[src/verilog/starforce_pkg.sv]
// shared constants and enums; CLK_DIV and PIXELS_PER_BYTE are assumed to be powers of two
`default_nettype none

package starforce_pkg;

   // ========================================
   // timing and data widths
   // ========================================

   // clk cycles per pixel, as the 48 MHz to 6 MHz divide
   localparam int CLK_DIV = 8;

   // pixels held in one bitplane byte
   localparam int PIXELS_PER_BYTE = 8;

   // bitplane byte width
   localparam int BYTE_W = 8;

   // counter widths
   localparam int DIV_W = $clog2(CLK_DIV);
   localparam int PIX_W = $clog2(PIXELS_PER_BYTE);

   // ========================================
   // enums
   // ========================================

   // fetch sequencer states
   typedef enum logic [1:0] {
      SEQ_IDLE  = 2'b00,
      SEQ_PRIME = 2'b01,
      SEQ_RUN   = 2'b10
   } seq_state_t;

   // shifter modes, same codes as the 74194 S1/S0 inputs
   typedef enum logic [1:0] {
      MODE_HOLD = 2'b00,
      MODE_SHL  = 2'b01,
      MODE_SHR  = 2'b10,
      MODE_LOAD = 2'b11
   } shift_mode_t;

   // layer that won the priority check
   typedef enum logic [1:0] {
      LAYER_NONE = 2'b00,
      LAYER_BG   = 2'b01,
      LAYER_FG   = 2'b10
   } layer_t;

endpackage

`default_nettype wire
[src/verilog/starforce_pixel_path.sv]
// pixel path top; single clock, bytes must be valid before run_i rises and within 63 clk of fetch_o
`timescale 1ns/1ps
`default_nettype none

module starforce_pixel_path (
   input  logic                             clk,
   input  logic                             CR,
   input  logic                             run_i,
   input  logic                             flip_i,
   input  logic [starforce_pkg::BYTE_W-1:0] fg_plane0_i,
   input  logic [starforce_pkg::BYTE_W-1:0] fg_plane1_i,
   input  logic [starforce_pkg::BYTE_W-1:0] bg_plane0_i,
   input  logic [starforce_pkg::BYTE_W-1:0] bg_plane1_i,
   output logic                             fetch_o,
   output logic                             pixel_strobe_o,
   output logic [2:0]                       pixel_o,
   output starforce_pkg::layer_t            layer_o
);

   import starforce_pkg::*;

   logic        count_en;
   logic        pix_cen;
   logic        byte_last;
   logic        shift_en;
   shift_mode_t shift_mode;
   logic        shift_dir;
   logic        fg_pix0;
   logic        fg_pix1;
   logic        bg_pix0;
   logic        bg_pix1;

   // ========================================
   // timing and control
   // ========================================

   pixel_clock_gen u_pixel_clock_gen (
      .clk         (clk),
      .CR          (CR),
      .count_en_i  (count_en),
      .pix_cen_o   (pix_cen),
      .byte_last_o (byte_last)
   );

   fetch_sequencer u_fetch_sequencer (
      .clk          (clk),
      .CR           (CR),
      .run_i        (run_i),
      .flip_i       (flip_i),
      .pix_cen_i    (pix_cen),
      .byte_last_i  (byte_last),
      .count_en_o   (count_en),
      .shift_en_o   (shift_en),
      .shift_mode_o (shift_mode),
      .shift_dir_o  (shift_dir),
      .fetch_o      (fetch_o)
   );

   // ========================================
   // bitplane shifters
   // ========================================

   plane_shifter u_fg0 (
      .clk        (clk),
      .CR         (CR),
      .shift_en_i (shift_en),
      .mode_i     (shift_mode),
      .dir_i      (shift_dir),
      .byte_i     (fg_plane0_i),
      .pix_o      (fg_pix0)
   );

   plane_shifter u_fg1 (
      .clk        (clk),
      .CR         (CR),
      .shift_en_i (shift_en),
      .mode_i     (shift_mode),
      .dir_i      (shift_dir),
      .byte_i     (fg_plane1_i),
      .pix_o      (fg_pix1)
   );

   plane_shifter u_bg0 (
      .clk        (clk),
      .CR         (CR),
      .shift_en_i (shift_en),
      .mode_i     (shift_mode),
      .dir_i      (shift_dir),
      .byte_i     (bg_plane0_i),
      .pix_o      (bg_pix0)
   );

   plane_shifter u_bg1 (
      .clk        (clk),
      .CR         (CR),
      .shift_en_i (shift_en),
      .mode_i     (shift_mode),
      .dir_i      (shift_dir),
      .byte_i     (bg_plane1_i),
      .pix_o      (bg_pix1)
   );

   // fg over bg
   layer_mixer u_layer_mixer (
      .clk            (clk),
      .CR             (CR),
      .pix_cen_i      (pix_cen),
      .fg_pix0_i      (fg_pix0),
      .fg_pix1_i      (fg_pix1),
      .bg_pix0_i      (bg_pix0),
      .bg_pix1_i      (bg_pix1),
      .pixel_o        (pixel_o),
      .layer_o        (layer_o),
      .pixel_strobe_o (pixel_strobe_o)
   );

endmodule

`default_nettype wire

[src/verilog/layer_mixer.sv]
// two-layer priority mixer; colour 0 is transparent on both layers, no palette lookup
`timescale 1ns/1ps
`default_nettype none

module layer_mixer (
   input  logic                  clk,
   input  logic                  CR,
   input  logic                  pix_cen_i,
   input  logic                  fg_pix0_i,
   input  logic                  fg_pix1_i,
   input  logic                  bg_pix0_i,
   input  logic                  bg_pix1_i,
   output logic [2:0]            pixel_o,
   output starforce_pkg::layer_t layer_o,
   output logic                  pixel_strobe_o
);

   import starforce_pkg::*;

   logic [1:0] fg;
   logic [1:0] bg;
   logic [2:0] pixel_nxt;
   layer_t     layer_nxt;

   assign fg = {fg_pix1_i, fg_pix0_i};
   assign bg = {bg_pix1_i, bg_pix0_i};

   // ========================================
   // priority select
   // ========================================

   always_comb
   begin
      if (fg != 2'b00)
      begin
         pixel_nxt = {1'b1, fg};
         layer_nxt = LAYER_FG;
      end
      else if (bg != 2'b00)
      begin
         pixel_nxt = {1'b0, bg};
         layer_nxt = LAYER_BG;
      end
      else
      begin
         pixel_nxt = 3'b000;
         layer_nxt = LAYER_NONE;
      end
   end

   // sample on the pixel enable, strobe marks the first cycle of the new value
   always_ff @(posedge clk or negedge CR)
   begin
      if (!CR)
      begin
         pixel_o        <= 3'b000;
         layer_o        <= LAYER_NONE;
         pixel_strobe_o <= 1'b0;
      end
      else
      begin
         if (pix_cen_i)
         begin
            pixel_o <= pixel_nxt;
            layer_o <= layer_nxt;
         end
         pixel_strobe_o <= pix_cen_i;
      end
   end

   a_none_iff_zero: assert property (@(posedge clk) disable iff (!CR)
      (layer_o == LAYER_NONE) == (pixel_o == 3'b000));

endmodule

`default_nettype wire

[src/verilog/plane_shifter.sv]
// 74194-style 8 bit shifter; serial fill is always 0, CR clears the register like the part
`timescale 1ns/1ps
`default_nettype none

module plane_shifter (
   input  logic                             clk,
   input  logic                             CR,
   input  logic                             shift_en_i,
   input  starforce_pkg::shift_mode_t       mode_i,
   input  logic                             dir_i,
   input  logic [starforce_pkg::BYTE_W-1:0] byte_i,
   output logic                             pix_o
);

   import starforce_pkg::*;

   logic [BYTE_W-1:0] q;

   // ========================================
   // universal shift register
   // ========================================

   always_ff @(posedge clk or negedge CR)
   begin
      if (!CR)
      begin
         q <= '0;
      end
      else if (shift_en_i)
      begin
         case (mode_i)
            MODE_LOAD: q <= byte_i;
            // toward bit 7, fill at bit 0
            MODE_SHL:  q <= {q[BYTE_W-2:0], 1'b0};
            // toward bit 0, fill at bit 7
            MODE_SHR:  q <= {1'b0, q[BYTE_W-1:1]};
            default:   q <= q;
         endcase
      end
   end

   // serial tap follows the shift direction
   assign pix_o = dir_i ? q[0] : q[BYTE_W-1];

   // the sequencer drops the enable instead of asking for a hold
   a_no_hold_enabled: assert property (@(posedge clk) disable iff (!CR)
      shift_en_i |-> (mode_i != MODE_HOLD));

endmodule

`default_nettype wire

[src/verilog/fetch_sequencer.sv]
// byte fetch FSM; no back-pressure, a late source simply gets its stale bytes reloaded
`timescale 1ns/1ps
`default_nettype none

module fetch_sequencer (
   input  logic                       clk,
   input  logic                       CR,
   input  logic                       run_i,
   input  logic                       flip_i,
   input  logic                       pix_cen_i,
   input  logic                       byte_last_i,
   output logic                       count_en_o,
   output logic                       shift_en_o,
   output starforce_pkg::shift_mode_t shift_mode_o,
   output logic                       shift_dir_o,
   output logic                       fetch_o
);

   import starforce_pkg::*;

   seq_state_t state;
   seq_state_t state_nxt;
   logic       load;
   logic       shift;

   // ========================================
   // state register
   // ========================================

   always_ff @(posedge clk or negedge CR)
   begin
      if (!CR)
      begin
         state <= SEQ_IDLE;
      end
      else
      begin
         state <= state_nxt;
      end
   end

   always_comb
   begin
      state_nxt = state;
      if (!run_i)
      begin
         state_nxt = SEQ_IDLE;
      end
      else
      begin
         case (state)
            SEQ_IDLE:  state_nxt = SEQ_PRIME;
            SEQ_PRIME: state_nxt = SEQ_RUN;
            SEQ_RUN:   state_nxt = SEQ_RUN;
            default:   state_nxt = SEQ_IDLE;
         endcase
      end
   end

   // ========================================
   // shifter control
   // ========================================

   // prime cycle loads the first bytes, then one load per byte boundary
   assign load  = (state == SEQ_PRIME) || ((state == SEQ_RUN) && pix_cen_i && byte_last_i);
   assign shift = (state == SEQ_RUN) && pix_cen_i && !byte_last_i;

   assign count_en_o = (state == SEQ_RUN);
   assign shift_en_o = load || shift;

   always_comb
   begin
      if (load)
      begin
         shift_mode_o = MODE_LOAD;
      end
      else if (shift)
      begin
         // direction of the byte in flight, not of flip_i
         shift_mode_o = shift_dir_o ? MODE_SHR : MODE_SHL;
      end
      else
      begin
         shift_mode_o = MODE_HOLD;
      end
   end

   // flip takes effect from the byte being loaded
   always_ff @(posedge clk or negedge CR)
   begin
      if (!CR)
      begin
         shift_dir_o <= 1'b0;
         fetch_o     <= 1'b0;
      end
      else
      begin
         if (load)
         begin
            shift_dir_o <= flip_i;
         end
         fetch_o <= load;
      end
   end

   a_fetch_single: assert property (@(posedge clk) disable iff (!CR)
      fetch_o |=> !fetch_o);

   a_fetch_after_load: assert property (@(posedge clk) disable iff (!CR)
      fetch_o |-> $past(shift_en_o && (shift_mode_o == MODE_LOAD)));

endmodule

`default_nettype wire

[src/verilog/pixel_clock_gen.sv]
// pixel enable timer; both counters sit at 0 whenever count_en_i is low, no free-running mode
`timescale 1ns/1ps
`default_nettype none

module pixel_clock_gen (
   input  logic clk,
   input  logic CR,
   input  logic count_en_i,
   output logic pix_cen_o,
   output logic byte_last_o
);

   import starforce_pkg::*;

   logic [DIV_W-1:0] div_cnt;
   logic [PIX_W-1:0] pix_cnt;
   logic             div_last;

   // ========================================
   // clk divider
   // ========================================

   assign div_last = (div_cnt == DIV_W'(CLK_DIV - 1));

   always_ff @(posedge clk or negedge CR)
   begin
      if (!CR)
      begin
         div_cnt <= '0;
      end
      else if (!count_en_i)
      begin
         div_cnt <= '0;
      end
      else if (div_last)
      begin
         div_cnt <= '0;
      end
      else
      begin
         div_cnt <= div_cnt + 1'b1;
      end
   end

   // one clk wide, on the last count of each period
   assign pix_cen_o = count_en_i && div_last;

   // ========================================
   // pixel position inside the byte
   // ========================================

   always_ff @(posedge clk or negedge CR)
   begin
      if (!CR)
      begin
         pix_cnt <= '0;
      end
      else if (!count_en_i)
      begin
         pix_cnt <= '0;
      end
      else if (pix_cen_o)
      begin
         if (byte_last_o)
         begin
            pix_cnt <= '0;
         end
         else
         begin
            pix_cnt <= pix_cnt + 1'b1;
         end
      end
   end

   assign byte_last_o = (pix_cnt == PIX_W'(PIXELS_PER_BYTE - 1));

   // a pixel enable needs a full divide period of count_en behind it
   a_cen_needs_en: assert property (@(posedge clk) disable iff (!CR)
      pix_cen_o |-> count_en_i && $past(count_en_i, CLK_DIV - 1));

endmodule

`default_nettype wire

[config.mk]
export PLATFORM = sky130hd
export DESIGN_NAME = starforce_pixel_path
export DESIGN_NICKNAME = d
export VERILOG_FILES = /design/src/verilog/starforce_pkg.sv /design/src/verilog/starforce_pixel_path.sv /design/src/verilog/layer_mixer.sv /design/src/verilog/plane_shifter.sv /design/src/verilog/fetch_sequencer.sv /design/src/verilog/pixel_clock_gen.sv
export SDC_FILE = /design/constraint.sdc
export NUM_CORES = 1
export LEC_CHECK = 0
export BUFFER_PORTS_ARGS = -buffer_cell sky130_fd_sc_hd__buf_4
export CAP_MARGIN = 0
export CELL_PAD_IN_SITES_DETAIL_PLACEMENT = 1
export CELL_PAD_IN_SITES_GLOBAL_PLACEMENT = 1
export CORE_ASPECT_RATIO = 0.9
export CORE_MARGIN = 1.5
export CORE_UTILIZATION = 43
export DETAILED_ROUTE_END_ITERATION = 8
export GPL_TIMING_DRIVEN = 1
export PLACE_DENSITY = 0.74
export SYNTH_ARGS = -nofsm -noshare
export SYNTH_HDL_FRONTEND = slang
export SYNTH_SLANG_ARGS = --single-unit
export TNS_END_PERCENT = 20
[constraint.sdc]
create_clock -name clk -period 2.6 [get_ports clk]
set_input_delay 0.52 -clock clk [delete_from_list [all_inputs] [get_ports clk]]
set_output_delay 0.52 -clock clk [all_outputs]
set_load 0.01 [all_outputs]
==> results of run 1 <==
cell usage in the layout, fill, tap and decap left out, drive strengths merged, types with 2 or more instances in the layout:
master / instances
nor2b: 5
mux2: 32
nor2: 2
buf: 50
mux2i: 6
o21a: 2
a22oi: 25
nand2: 38
nor3b: 2
and2: 4
o21ai: 32
ha: 10
a22o: 2
inv: 7
dfrtp: 47
clkbuf: 8
sequential cells by signal (all words and copies together), names as in the netlist:
signal / count
u_fetch_sequencer.state: 2
u_fetch_sequencer.fetch_o: 1
u_bg0.q: 8
u_pixel_clock_gen.pix_cnt: 3
u_layer_mixer.pixel_o: 2
u_layer_mixer.layer_o: 2
u_fg1.q: 8
u_bg1.q: 8
u_layer_mixer.pixel_strobe_o: 1
u_fg0.q: 8
u_fetch_sequencer.shift_dir_o: 1
u_pixel_clock_gen.div_cnt: 3
worst max path at each step:
stage	endpoint	slack (ns)
6_report	u_fg1.q[5]	0.20
5_1_grt	u_fg1.q[5]	0.02
4_1_cts	u_fg1.q[5]	0.19
3_5_place_dp	u_fg1.q[5]	0.21
3_3_place_gp	u_bg0.q[0]	0.32
2_1_floorplan	u_fg0.q[3]	0.19
synth_stat cells:
master / number / area share, %
nand2_2: 1 / 0.25
a22oi_1: 25 / 7.4
o21a_1: 2 / 0.60
mux2_2: 29 / 13
o221ai_1: 1 / 0.35
a22o_1: 2 / 0.69
buf_6: 3 / 1.3
nor2_1: 2 / 0.30
buf_4: 1 / 0.30
o22a_1: 1 / 0.35
inv_1: 7 / 1.0
nand2b_1: 1 / 0.25
nand3_1: 1 / 0.20
nand2_1: 37 / 5.5
clkbuf_1: 9 / 1.3
o21ai_0: 32 / 6.4
a21o_1: 1 / 0.30
ha_1: 10 / 5.0
mux2_1: 3 / 1.3
nor3b_1: 2 / 0.60
a32o_1: 1 / 0.40
buf_1: 2 / 0.30
a21oi_4: 1 / 0.65
o32ai_1: 1 / 0.35
mux2i_1: 6 / 2.4
dfrtp_1: 47 / 47
nor2b_1: 5 / 1.2
buf_2: 3 / 0.60
and2_1: 4 / 0.99
metrics by stage:
step | cell area, um2 | util [%] | std cells | hold WS [ns]
after floorplan | 2521 | - | 240 | 0.2244
after global routing | 3012 | 53.21 | 350 | 0.2684
after CTS | 3012 | 53.21 | 350 | 0.2450
after detailed placement | 2912 | 51.44 | 342 | 0.4304
final | 3012 | 53.21 | 350 | 0.2311
after global placement | 2912 | 51.44 | 342 | 0.4224
cell families after synthesis:
family | count (synthesis)
compound gates | 67
mux | 38
flops | 47
buf+inv | 25
fa+ha+maj | 10
simple gates | 53
power groups by stage:
| stage | clock network [uW] | registers [uW] | logic [uW] |
|---|---|---|---|
| 5_1_grt | 522 | 1240 | 1040 |
| 2_1_floorplan | 0 | 1130 | 697 |
| 6_report | 486 | 1210 | 927 |
| 3_3_place_gp | 0 | 1210 | 901 |
| 3_5_place_dp | 0 | 1220 | 935 |
| 4_1_cts | 497 | 1200 | 939 |
critical path, stage by stage, from the launching register on:
cell and delay (ns):
dfrtp_1 0.35, ha_1 0.15, ha_1 0.18, nand2_2 0.13, o21ai_0 0.27, inv_1 0.11, ha_1 0.37, buf_4 0.27
o21ai_0 0.15, mux2_2 0.28
area by class of cell:
class	instances	share of cell area [%]
flip-flops and latches	47	39.05
clock buffers	8	3.324
multi-input cells	168	40.55
well taps	70	2.908
inverters	7	0.8725
repair buffers	50	13.29
routing by layer:
layer	vias to the layer above	wire, um	GRT usage (%)
li1	928	-	-
met2	45	2676	32.26
met3	5	229	3.792
met5	-	0	0
met4	0	60	6.011
met1	967	2775	26.14
==> run_results.csv, run 1 <==
group,metric,value,unit
power,power.total,2621,uW
cells_and_area,nets,325,
critical_path,cp_max_fo,27,
timing,fin_crit,2.404,ns
cells_and_area,regArea,1176,um2
timing,worst_pin_slew,0.6124,ns
drt,postRouteAntennaNets,0,
timing,rsz0062_at_grt,"no",
outcome,status,"finished clean",
place,portBuffers,42,
clocking,cts.sinks,47,
synthesis,yosys_warnings,0,
critical_path,r2r_slack,0.20,ns
timing,maxSlewViolCount,0,
cells_and_area,syn2layout_area_growth,19.45,%
place,place.gp.congestion,0.7523,
critical_path,reg2reg_from,"u_pixel_clock_gen.div_cnt[0]",
timing,finClkSkew,0.005699,ns
grt,grt_overflow,0,
synthesis,synthAdderAreaFrac,4.963,%
timing,hold_viol,0,
power,p_int,1699,uW
synthesis,syn_avg_cell_area,10.50,um2
critical_path,r2r_end,"u_fg1.q[5]",
power,p_per_area,870.3,nW/um2
clocking,post-cts-setup-buffers,0,
grt,grt_pass1_wl,9.508,mm
cells_and_area,n_antenna_cell,0,
min_path,hold_path.class,"in2async",
die,start_util,44.54,%
timing,slew_headroom,59.18,%
clocking,htree_levels,2,
grt,grt_pass1_vias,1971,
die,io-pin-count,43,
critical_path,worstSetupPathType,"reg2reg",
clocking,cts_hold_buf,0,
power,p_switching,922.3,uW
grt,grt.total_usage,19.35,%
drt,dr.pass1.iters,4,
synthesis,muxShareOfSynthArea,16.67,%
die,die_area,6332,um2
synthesis,ys_ff_latch,47,
power,comb_power_share,35.4,%
critical_path,cp-startpoint,"u_pixel_clock_gen.div_cnt[0]",
synthesis,synth_cells,240,
drt,routed_via_density,5.557,
place,dpl.hpwl,3.993,mm
die,fp-row-count,26,
die,coreArea,5660,um2
power,cellLeakagePower,0.001399,uW
cells_and_area,fillers,630,
drt,wirelength,5.741,mm
drt,dr_total_vias,1945,
clocking,clkLatencyLatePin,0.30,ns
critical_path,required,2.79,ns
run,drv_cap,0,
grt,antenna_found_initial,0,
power,seq_power_share,46.1,%
timing,setup_violations,0,
cells_and_area,multiInputGateArea,1221,um2
timing,post-route-period-util,92.46,%
synthesis,synth_fp_nets,286,
clocking,cts_max_path_buffers,2,
clocking,cts-root-buf,"clkbuf_8",
synthesis,synth.cell_area,2521,um2
synthesis,ys_types,29,
drt,wl_per_cell,16.40,um
cells_and_area,layout-drive-gt1-share,31.43,%
synthesis,synth-xor-area-share,0,%
timing,fmax,0.4160,GHz
critical_path,crit_path_end_kind,"register",
place,dp_slack,0.2081,ns
critical_path,critical_path_arrival,2.59,ns
synthesis,synth-simple-area-share,9.330,%
power,clkPwrFrac,18.6,%
clocking,cts_tree,"built",
die,chipHeight,75.64,um
power,ir_worst_vdd,0.4856,mV
drt,drt_iter0_markers,76,
drt,drc,0,
clocking,cts_resized,0,
synthesis,synth_top_family_by_area,"compound AO/OA/AOI/OAI gates",
critical_path,cp-start-kind,"register",
grt,grt_max_degree,48,
clocking,clk_pin_slew,0.09,ns
power,netSwitchingFraction,35.19,%
die,die_width,83.72,um
clocking,cts_buffers,5,
timing,setup_slack,0.1961,ns
timing,finalSetupTns,0,ns
synthesis,yosysSeqAreaShare,46.65,%
synthesis,synth-compound-area-share,17.47,%
critical_path,ff2ff_path_depth,9,
(Power assumes the default switching activity.)
==> run 2, diff against run 1 <==
--- a/config.mk
+++ b/config.mk
@@ -11,10 +11,10 @@
 export CELL_PAD_IN_SITES_GLOBAL_PLACEMENT = 1
 export CORE_ASPECT_RATIO = 0.9
 export CORE_MARGIN = 1.5
-export CORE_UTILIZATION = 43
+export CORE_UTILIZATION = 39
 export DETAILED_ROUTE_END_ITERATION = 8
 export GPL_TIMING_DRIVEN = 1
-export PLACE_DENSITY = 0.74
+export PLACE_DENSITY = 0.71
 export SYNTH_ARGS = -nofsm -noshare
 export SYNTH_HDL_FRONTEND = slang
 export SYNTH_SLANG_ARGS = --single-unit
==> constraint.sdc (replaced) <==
create_clock -name clk -period 2.2 [get_ports clk]
set_input_delay 0.33 -clock clk [delete_from_list [all_inputs] [get_ports clk]]
set_output_delay 0.33 -clock clk [all_outputs]
set_load 0.01 [all_outputs]
==> run_results.csv, run 2 (same netlist as run 1, synthesis figures left out) <==
group,metric,value,unit
outcome,status,"finished clean",
grt,antenna_found_initial,0,
cells_and_area,fin_util,53.25,%
grt,grt.total_usage,19.44,%
timing,rsz0062_at_grt,"yes",
power,seq_power_share,42.4,%
timing,fin_crit,2.142,ns
cells_and_area,final_common_cell,"buf_4",
timing,fmax,0.4670,GHz
cells_and_area,nets,332,
critical_path,path_cells,"ha_2 > ha_4 > nor2_2 > o21ai_2 > buf_4 > ha_4 > buf_12 > a22o_1 > mux2_2",
power,p_int,2224,uW
cells_and_area,multiInputGateArea,1354,um2
clocking,cts-root-buf,"clkbuf_8",
cells_and_area,regArea,1176,um2
clocking,cts_buffers,5,
clocking,clkLatencyLatePin,0.30,ns
die,die_area,6956,um2
cells_and_area,fin_area,3292,um2
drt,wirelength,6.322,mm
place,place.gp.congestion,0.7385,
critical_path,reg2reg_from,"u_pixel_clock_gen.pix_cnt[1]",
die,chipHeight,79.28,um
critical_path,worstSetupPathType,"reg2reg",
drt,dr_total_vias,1975,
critical_path,crit_path_end_kind,"register",
die,fp-row-count,27,
clocking,htree_levels,2,
timing,worst_pin_slew,0.6119,ns
grt,grt_pass1_wl,10.42,mm
power,p_per_area,1046,nW/um2
critical_path,cpMaxStageDelayCell,"dfrtp_1",
cells_and_area,syn2layout_area_growth,30.57,%
drt,postRouteAntennaNets,0,
timing,finClkSkew,0.008207,ns
timing,setup_violations,0,
critical_path,cp_max_fo,31,
drt,routed_via_density,5.281,
critical_path,cpLargestDelayFamily,"adder cells",
timing,hold_viol,0,
min_path,hold_path.class,"in2async",
grt,grt_max_degree,48,
critical_path,cp-start-kind,"register",
cells_and_area,final_cell_mix,"51 x buf_4, 47 x dfrtp_1, 37 x nand2_1",
clocking,cts.sinks,47,
drt,wl_per_cell,16.90,um
drt,dr.pass1.iters,4,
place,dpl.hpwl,3.884,mm
critical_path,cp-startpoint,"u_pixel_clock_gen.pix_cnt[1]",
critical_path,r2r_slack,0.06,ns
die,start_util,40.78,%
critical_path,critical_path_arrival,2.33,ns
cells_and_area,layout-drive-gt1-share,41.46,%
grt,grt_pass1_vias,2076,
power,ir_worst_vdd,0.3497,mV
power,p_switching,1220,uW
timing,whs,0.03564,ns
drt,drc,0,
timing,slew_headroom,59.20,%
place,portBuffers,42,
grt,grt_overflow,0,
critical_path,cp_num_buf_inv,2,
cells_and_area,n_antenna_cell,0,
die,coreArea,6182,um2
drt,drt_iter0_markers,130,
power,clkPwrFrac,19.4,%
run,drv_cap,0,
die,io-pin-count,43,
clocking,cts_tree,"built",
timing,post-route-period-util,97.34,%
power,comb_power_share,38.3,%
power,netSwitchingFraction,35.42,%
place,place_area,2968,um2
power,cellLeakagePower,0.001465,uW
critical_path,crit_top_cell,"ha_4",
clocking,cts_max_path_buffers,2,
critical_path,critPathMaxStageDelay,0.40,ns
critical_path,r2r_end,"u_bg1.q[0]",
timing,maxSlewViolCount,0,
timing,finalSetupTns,0,ns
die,die_width,87.75,um
clocking,cts_hold_buf,0,
cells_and_area,fillers,685,
critical_path,ff2ff_path_depth,9,
critical_path,required,2.39,ns
clocking,clk_pin_slew,0.09,ns
## run 2: cell count changes in the layout (fill, tap and decap cells not counted), sizes merged
cell,before,now
buf,50,57
bufinv,0,1
clkbuf,8,6
clkinv,0,1
## run 2: metrics by stage
step                setup WS [ns]  cells  power [uW]
floorplan                0.005061    240        2178
global placement          0.07131    360        2505
detailed placement       -0.02157    360        2545
CTS                      -0.01187    373        3369
global route             -0.03162    374        3654
finish                    0.05849    374        3444
## run 2: timing repair
action / 4_1_cts / 5_1_grt
resized for setup: 15 / 22
setup endpoints to repair: 31 / 31
buffers inserted: 3 / 1
gates cloned: 2 / 0
pin swaps: 1 / 4
## run 2: final cells by class
| type | count | area share (%) |
|---|---|---|
| clock buffer | 6 | 2.509 |
| clock inverter | 2 | 1.064 |
| inverter | 7 | 0.7982 |
| multi-input combinational | 168 | 41.13 |
| sequential | 47 | 35.73 |
| tap | 87 | 3.307 |
| timing repair buffer | 57 | 15.47 |
## run 2: power groups by stage
| stage | sequential [uW] | combinational [uW] | clock [uW] |
|---|---|---|---|
| floorplan | 1340 | 838 | 0 |
| global placement | 1420 | 1080 | 0 |
| detailed placement | 1440 | 1110 | 0 |
| CTS | 1420 | 1260 | 684 |
| global route | 1500 | 1450 | 710 |
| finish | 1460 | 1320 | 667 |
## run 2: worst max path at each step
stage                 endpoint  cells past startpoint  slack (ns)
CTS                 u_bg0.q[5]                     10       -0.01
detailed placement  u_fg1.q[6]                      9       -0.02
floorplan           u_bg1.q[0]                     10       0.005
global route        u_fg0.q[3]                     10       -0.03
global placement    u_bg0.q[0]                      9        0.07
finish              u_bg1.q[0]                      9        0.06
## run 2: routing by layer
layer / track usage (%) / part of all wire, %
met5: 0 / 0
met4: 4.762 / 0.81
met3: 3.222 / 3.3
met2: 31.07 / 47
met1: 27.33 / 49
==> run 3, diff against run 2 <==
--- a/config.mk
+++ b/config.mk
@@ -5,6 +5,7 @@
 export SDC_FILE = /design/constraint.sdc
 export NUM_CORES = 1
 export LEC_CHECK = 0
+export ABC_CLOCK_PERIOD_IN_PS = 2200
 export BUFFER_PORTS_ARGS = -buffer_cell sky130_fd_sc_hd__buf_4
 export CAP_MARGIN = 0
 export CELL_PAD_IN_SITES_DETAIL_PLACEMENT = 1
@@ -14,6 +15,7 @@
 export CORE_UTILIZATION = 39
 export DETAILED_ROUTE_END_ITERATION = 8
 export GPL_TIMING_DRIVEN = 1
+export HOLD_SLACK_MARGIN = 0.12
 export PLACE_DENSITY = 0.71
 export SYNTH_ARGS = -nofsm -noshare
 export SYNTH_HDL_FRONTEND = slang
==> run_results.csv, run 3 (same netlist as run 1, synthesis figures left out) <==
group,metric,value,unit
cells_and_area,final_common_cell,"buf_4",
grt,grt_overflow,0,
critical_path,r2r_slack,0.06,ns
timing,rsz0062_at_grt,"yes",
power,seq_power_share,42.4,%
drt,routed_via_density,5.280,
power,power.total,3444,uW
clocking,cts_tree,"built",
critical_path,r2r_end,"u_fg0.q[2]",
critical_path,cp-start-kind,"register",
cells_and_area,layout.cells.non_filler,375,
min_path,hold-path-cell-count,2,
cells_and_area,layout-drive-gt1-share,41.32,%
critical_path,required,2.38,ns
drt,postRouteAntennaNets,0,
timing,finClkSkew,0.008128,ns
power,clkPwrFrac,19.3,%
timing,post-route-period-util,97.48,%
timing,slew_headroom,59.12,%
die,coreArea,6182,um2
cells_and_area,nets,333,
clocking,cts-root-buf,"clkbuf_8",
die,fp-row-count,27,
critical_path,cp_max_fo,14,
grt,antenna_found_initial,0,
critical_path,ff2ff_path_depth,10,
critical_path,critPathMaxStageDelay,0.40,ns
clocking,htree_levels,2,
clocking,cts.sinks,47,
grt,grt_pass1_vias,2082,
critical_path,crit_top_cell,"ha_4",
timing,fmax,0.4663,GHz
timing,worst_pin_slew,0.6132,ns
power,cellLeakagePower,0.001470,uW
drt,dr_wl_met2,2.985,mm
cells_and_area,final_cell_mix,"51 x buf_4, 47 x dfrtp_1, 37 x nand2_1",
grt,grt_pass1_wl,10.43,mm
cells_and_area,n_antenna_cell,0,
die,start_util,40.78,%
drt,drc,0,
critical_path,cpLargestDelayFamily,"adder cells",
critical_path,cp_num_buf_inv,2,
clocking,clk_pin_slew,0.09,ns
min_path,hold_end,"u_fetch_sequencer.state[1]",
timing,maxSlewViolCount,0,
place,dp.cells,360,
power,p_int,2225,uW
critical_path,cpMaxStageDelayCell,"dfrtp_1",
critical_path,worstSetupPathType,"reg2reg",
critical_path,path_cells,"ha_2 > ha_4 > nor2b_4 > o21ai_2 > buf_4 > ha_4 > buf_12 > a22oi_1 > o21ai_1 > mux2_1",
power,p_switching,1219,uW
power,ir_worst_vdd,0.3498,mV
timing,hold_viol,0,
power,netSwitchingFraction,35.39,%
power,p_per_area,1043,nW/um2
power,comb_power_share,38.3,%
drt,dr.pass1.iters,4,
run,drv_cap,0,
die,io-pin-count,43,
outcome,status,"finished clean",
place,portBuffers,42,
grt,grt.total_usage,19.46,%
drt,drt_iter0_markers,133,
place,place.gp.congestion,0.7385,
grt,grt_max_degree,48,
cells_and_area,syn2layout_area_growth,30.97,%
place,dpl.hpwl,3.884,mm
drt,top_layer_used,"met4",
min_path,hold_path.class,"in2reg",
critical_path,cp_num_cells,10,
clocking,clkLatencyLatePin,0.30,ns
die,die_width,87.75,um
drt,wirelength,6.325,mm
critical_path,critical_path_arrival,2.32,ns
critical_path,reg2reg_from,"u_pixel_clock_gen.pix_cnt[1]",
drt,wl_met3,181,um
drt,dr_total_vias,1980,
min_path,worstHoldStart,"run_i",
timing,setup_violations,0,
die,chipHeight,79.28,um
timing,fin_crit,2.145,ns
clocking,cts_max_path_buffers,2,
drt,wl_per_cell,16.87,um
critical_path,crit_path_end_kind,"register",
drt,m1WireLength,3.109,mm
clocking,cts_buffers,5,
die,die_area,6956,um2
run 3: cell types whose count changed in the layout (fill, tap and decap cells not counted):
| cell | delta |
|---|---|
| dlygate4sd3_1 | +1 |
run 3: power groups by stage:
| stage | Sequential, uW | Clock, uW | Combinational [uW] |
|---|---|---|---|
| final | 1460 | 665 | 1320 |
| after global routing | 1500 | 710 | 1450 |
| after CTS | 1420 | 684 | 1260 |
| after detailed placement | 1440 | 0 | 1110 |
| after global placement | 1420 | 0 | 1080 |
| after floorplan | 1340 | 0 | 838 |
run 3: worst max path at each step:
| stage | to | slack (ns) | from |
|---|---|---|---|
| 6_report | u_fg0.q[2] | 0.06 | u_pixel_clock_gen.pix_cnt[1] |
| 2_1_floorplan | u_bg1.q[0] | 0.005 | u_pixel_clock_gen.div_cnt[0] |
| 5_1_grt | u_fg0.q[3] | -0.03 | u_pixel_clock_gen.pix_cnt[1] |
| 3_5_place_dp | u_fg1.q[6] | -0.02 | u_pixel_clock_gen.pix_cnt[0] |
| 4_1_cts | u_bg0.q[5] | -0.01 | u_pixel_clock_gen.pix_cnt[0] |
| 3_3_place_gp | u_bg0.q[0] | 0.07 | u_pixel_clock_gen.pix_cnt[0] |
run 3: what timing repair did:
| item | in CTS | in global routing |
|---|---|---|
| buffers inserted | 3 | 1 |
| resized for setup | 15 | 22 |
| endpoints found under the setup margin | 31 | 31 |
| pin swaps | 1 | 4 |
| endpoints found under the hold margin | 47 | 0 |
| gates cloned | 2 | 0 |
| hold buffers | 1 | 0 |
run 3: final cells by class:
| cell class | instances | area (um2) |
|---|---|---|
| tap | 87 | 108.9 |
| inverter | 7 | 26.28 |
| sequential | 47 | 1176 |
| timing repair buffer | 58 | 519.2 |
| multi-input combinational | 168 | 1354 |
| fill | 687 | 2880 |
| clock inverter | 2 | 35.03 |
| clock buffer | 6 | 82.58 |
run 3: metrics by stage:
step	util, %	worst slack [ns]	hold WS [ns]	TNS, ns	area [um2]
floorplan	-	0.005061	0.03441	0	2544
global placement	48.01	0.07131	0.3930	0	2968
detailed placement	48.01	-0.02157	0.3936	-0.08815	2968
CTS	52.03	-0.01187	0.2371	-0.05725	3217
global route	53.41	-0.03162	0.2379	-0.1510	3302
finish	53.41	0.05549	0.2467	0	3302
run 3: layer usage:
layer	vias up	GRT usage, %
li1	948	-
met1	994	27.33
met2	33	31.15
met3	5	3.222
met4	0	4.762
met5	-	0
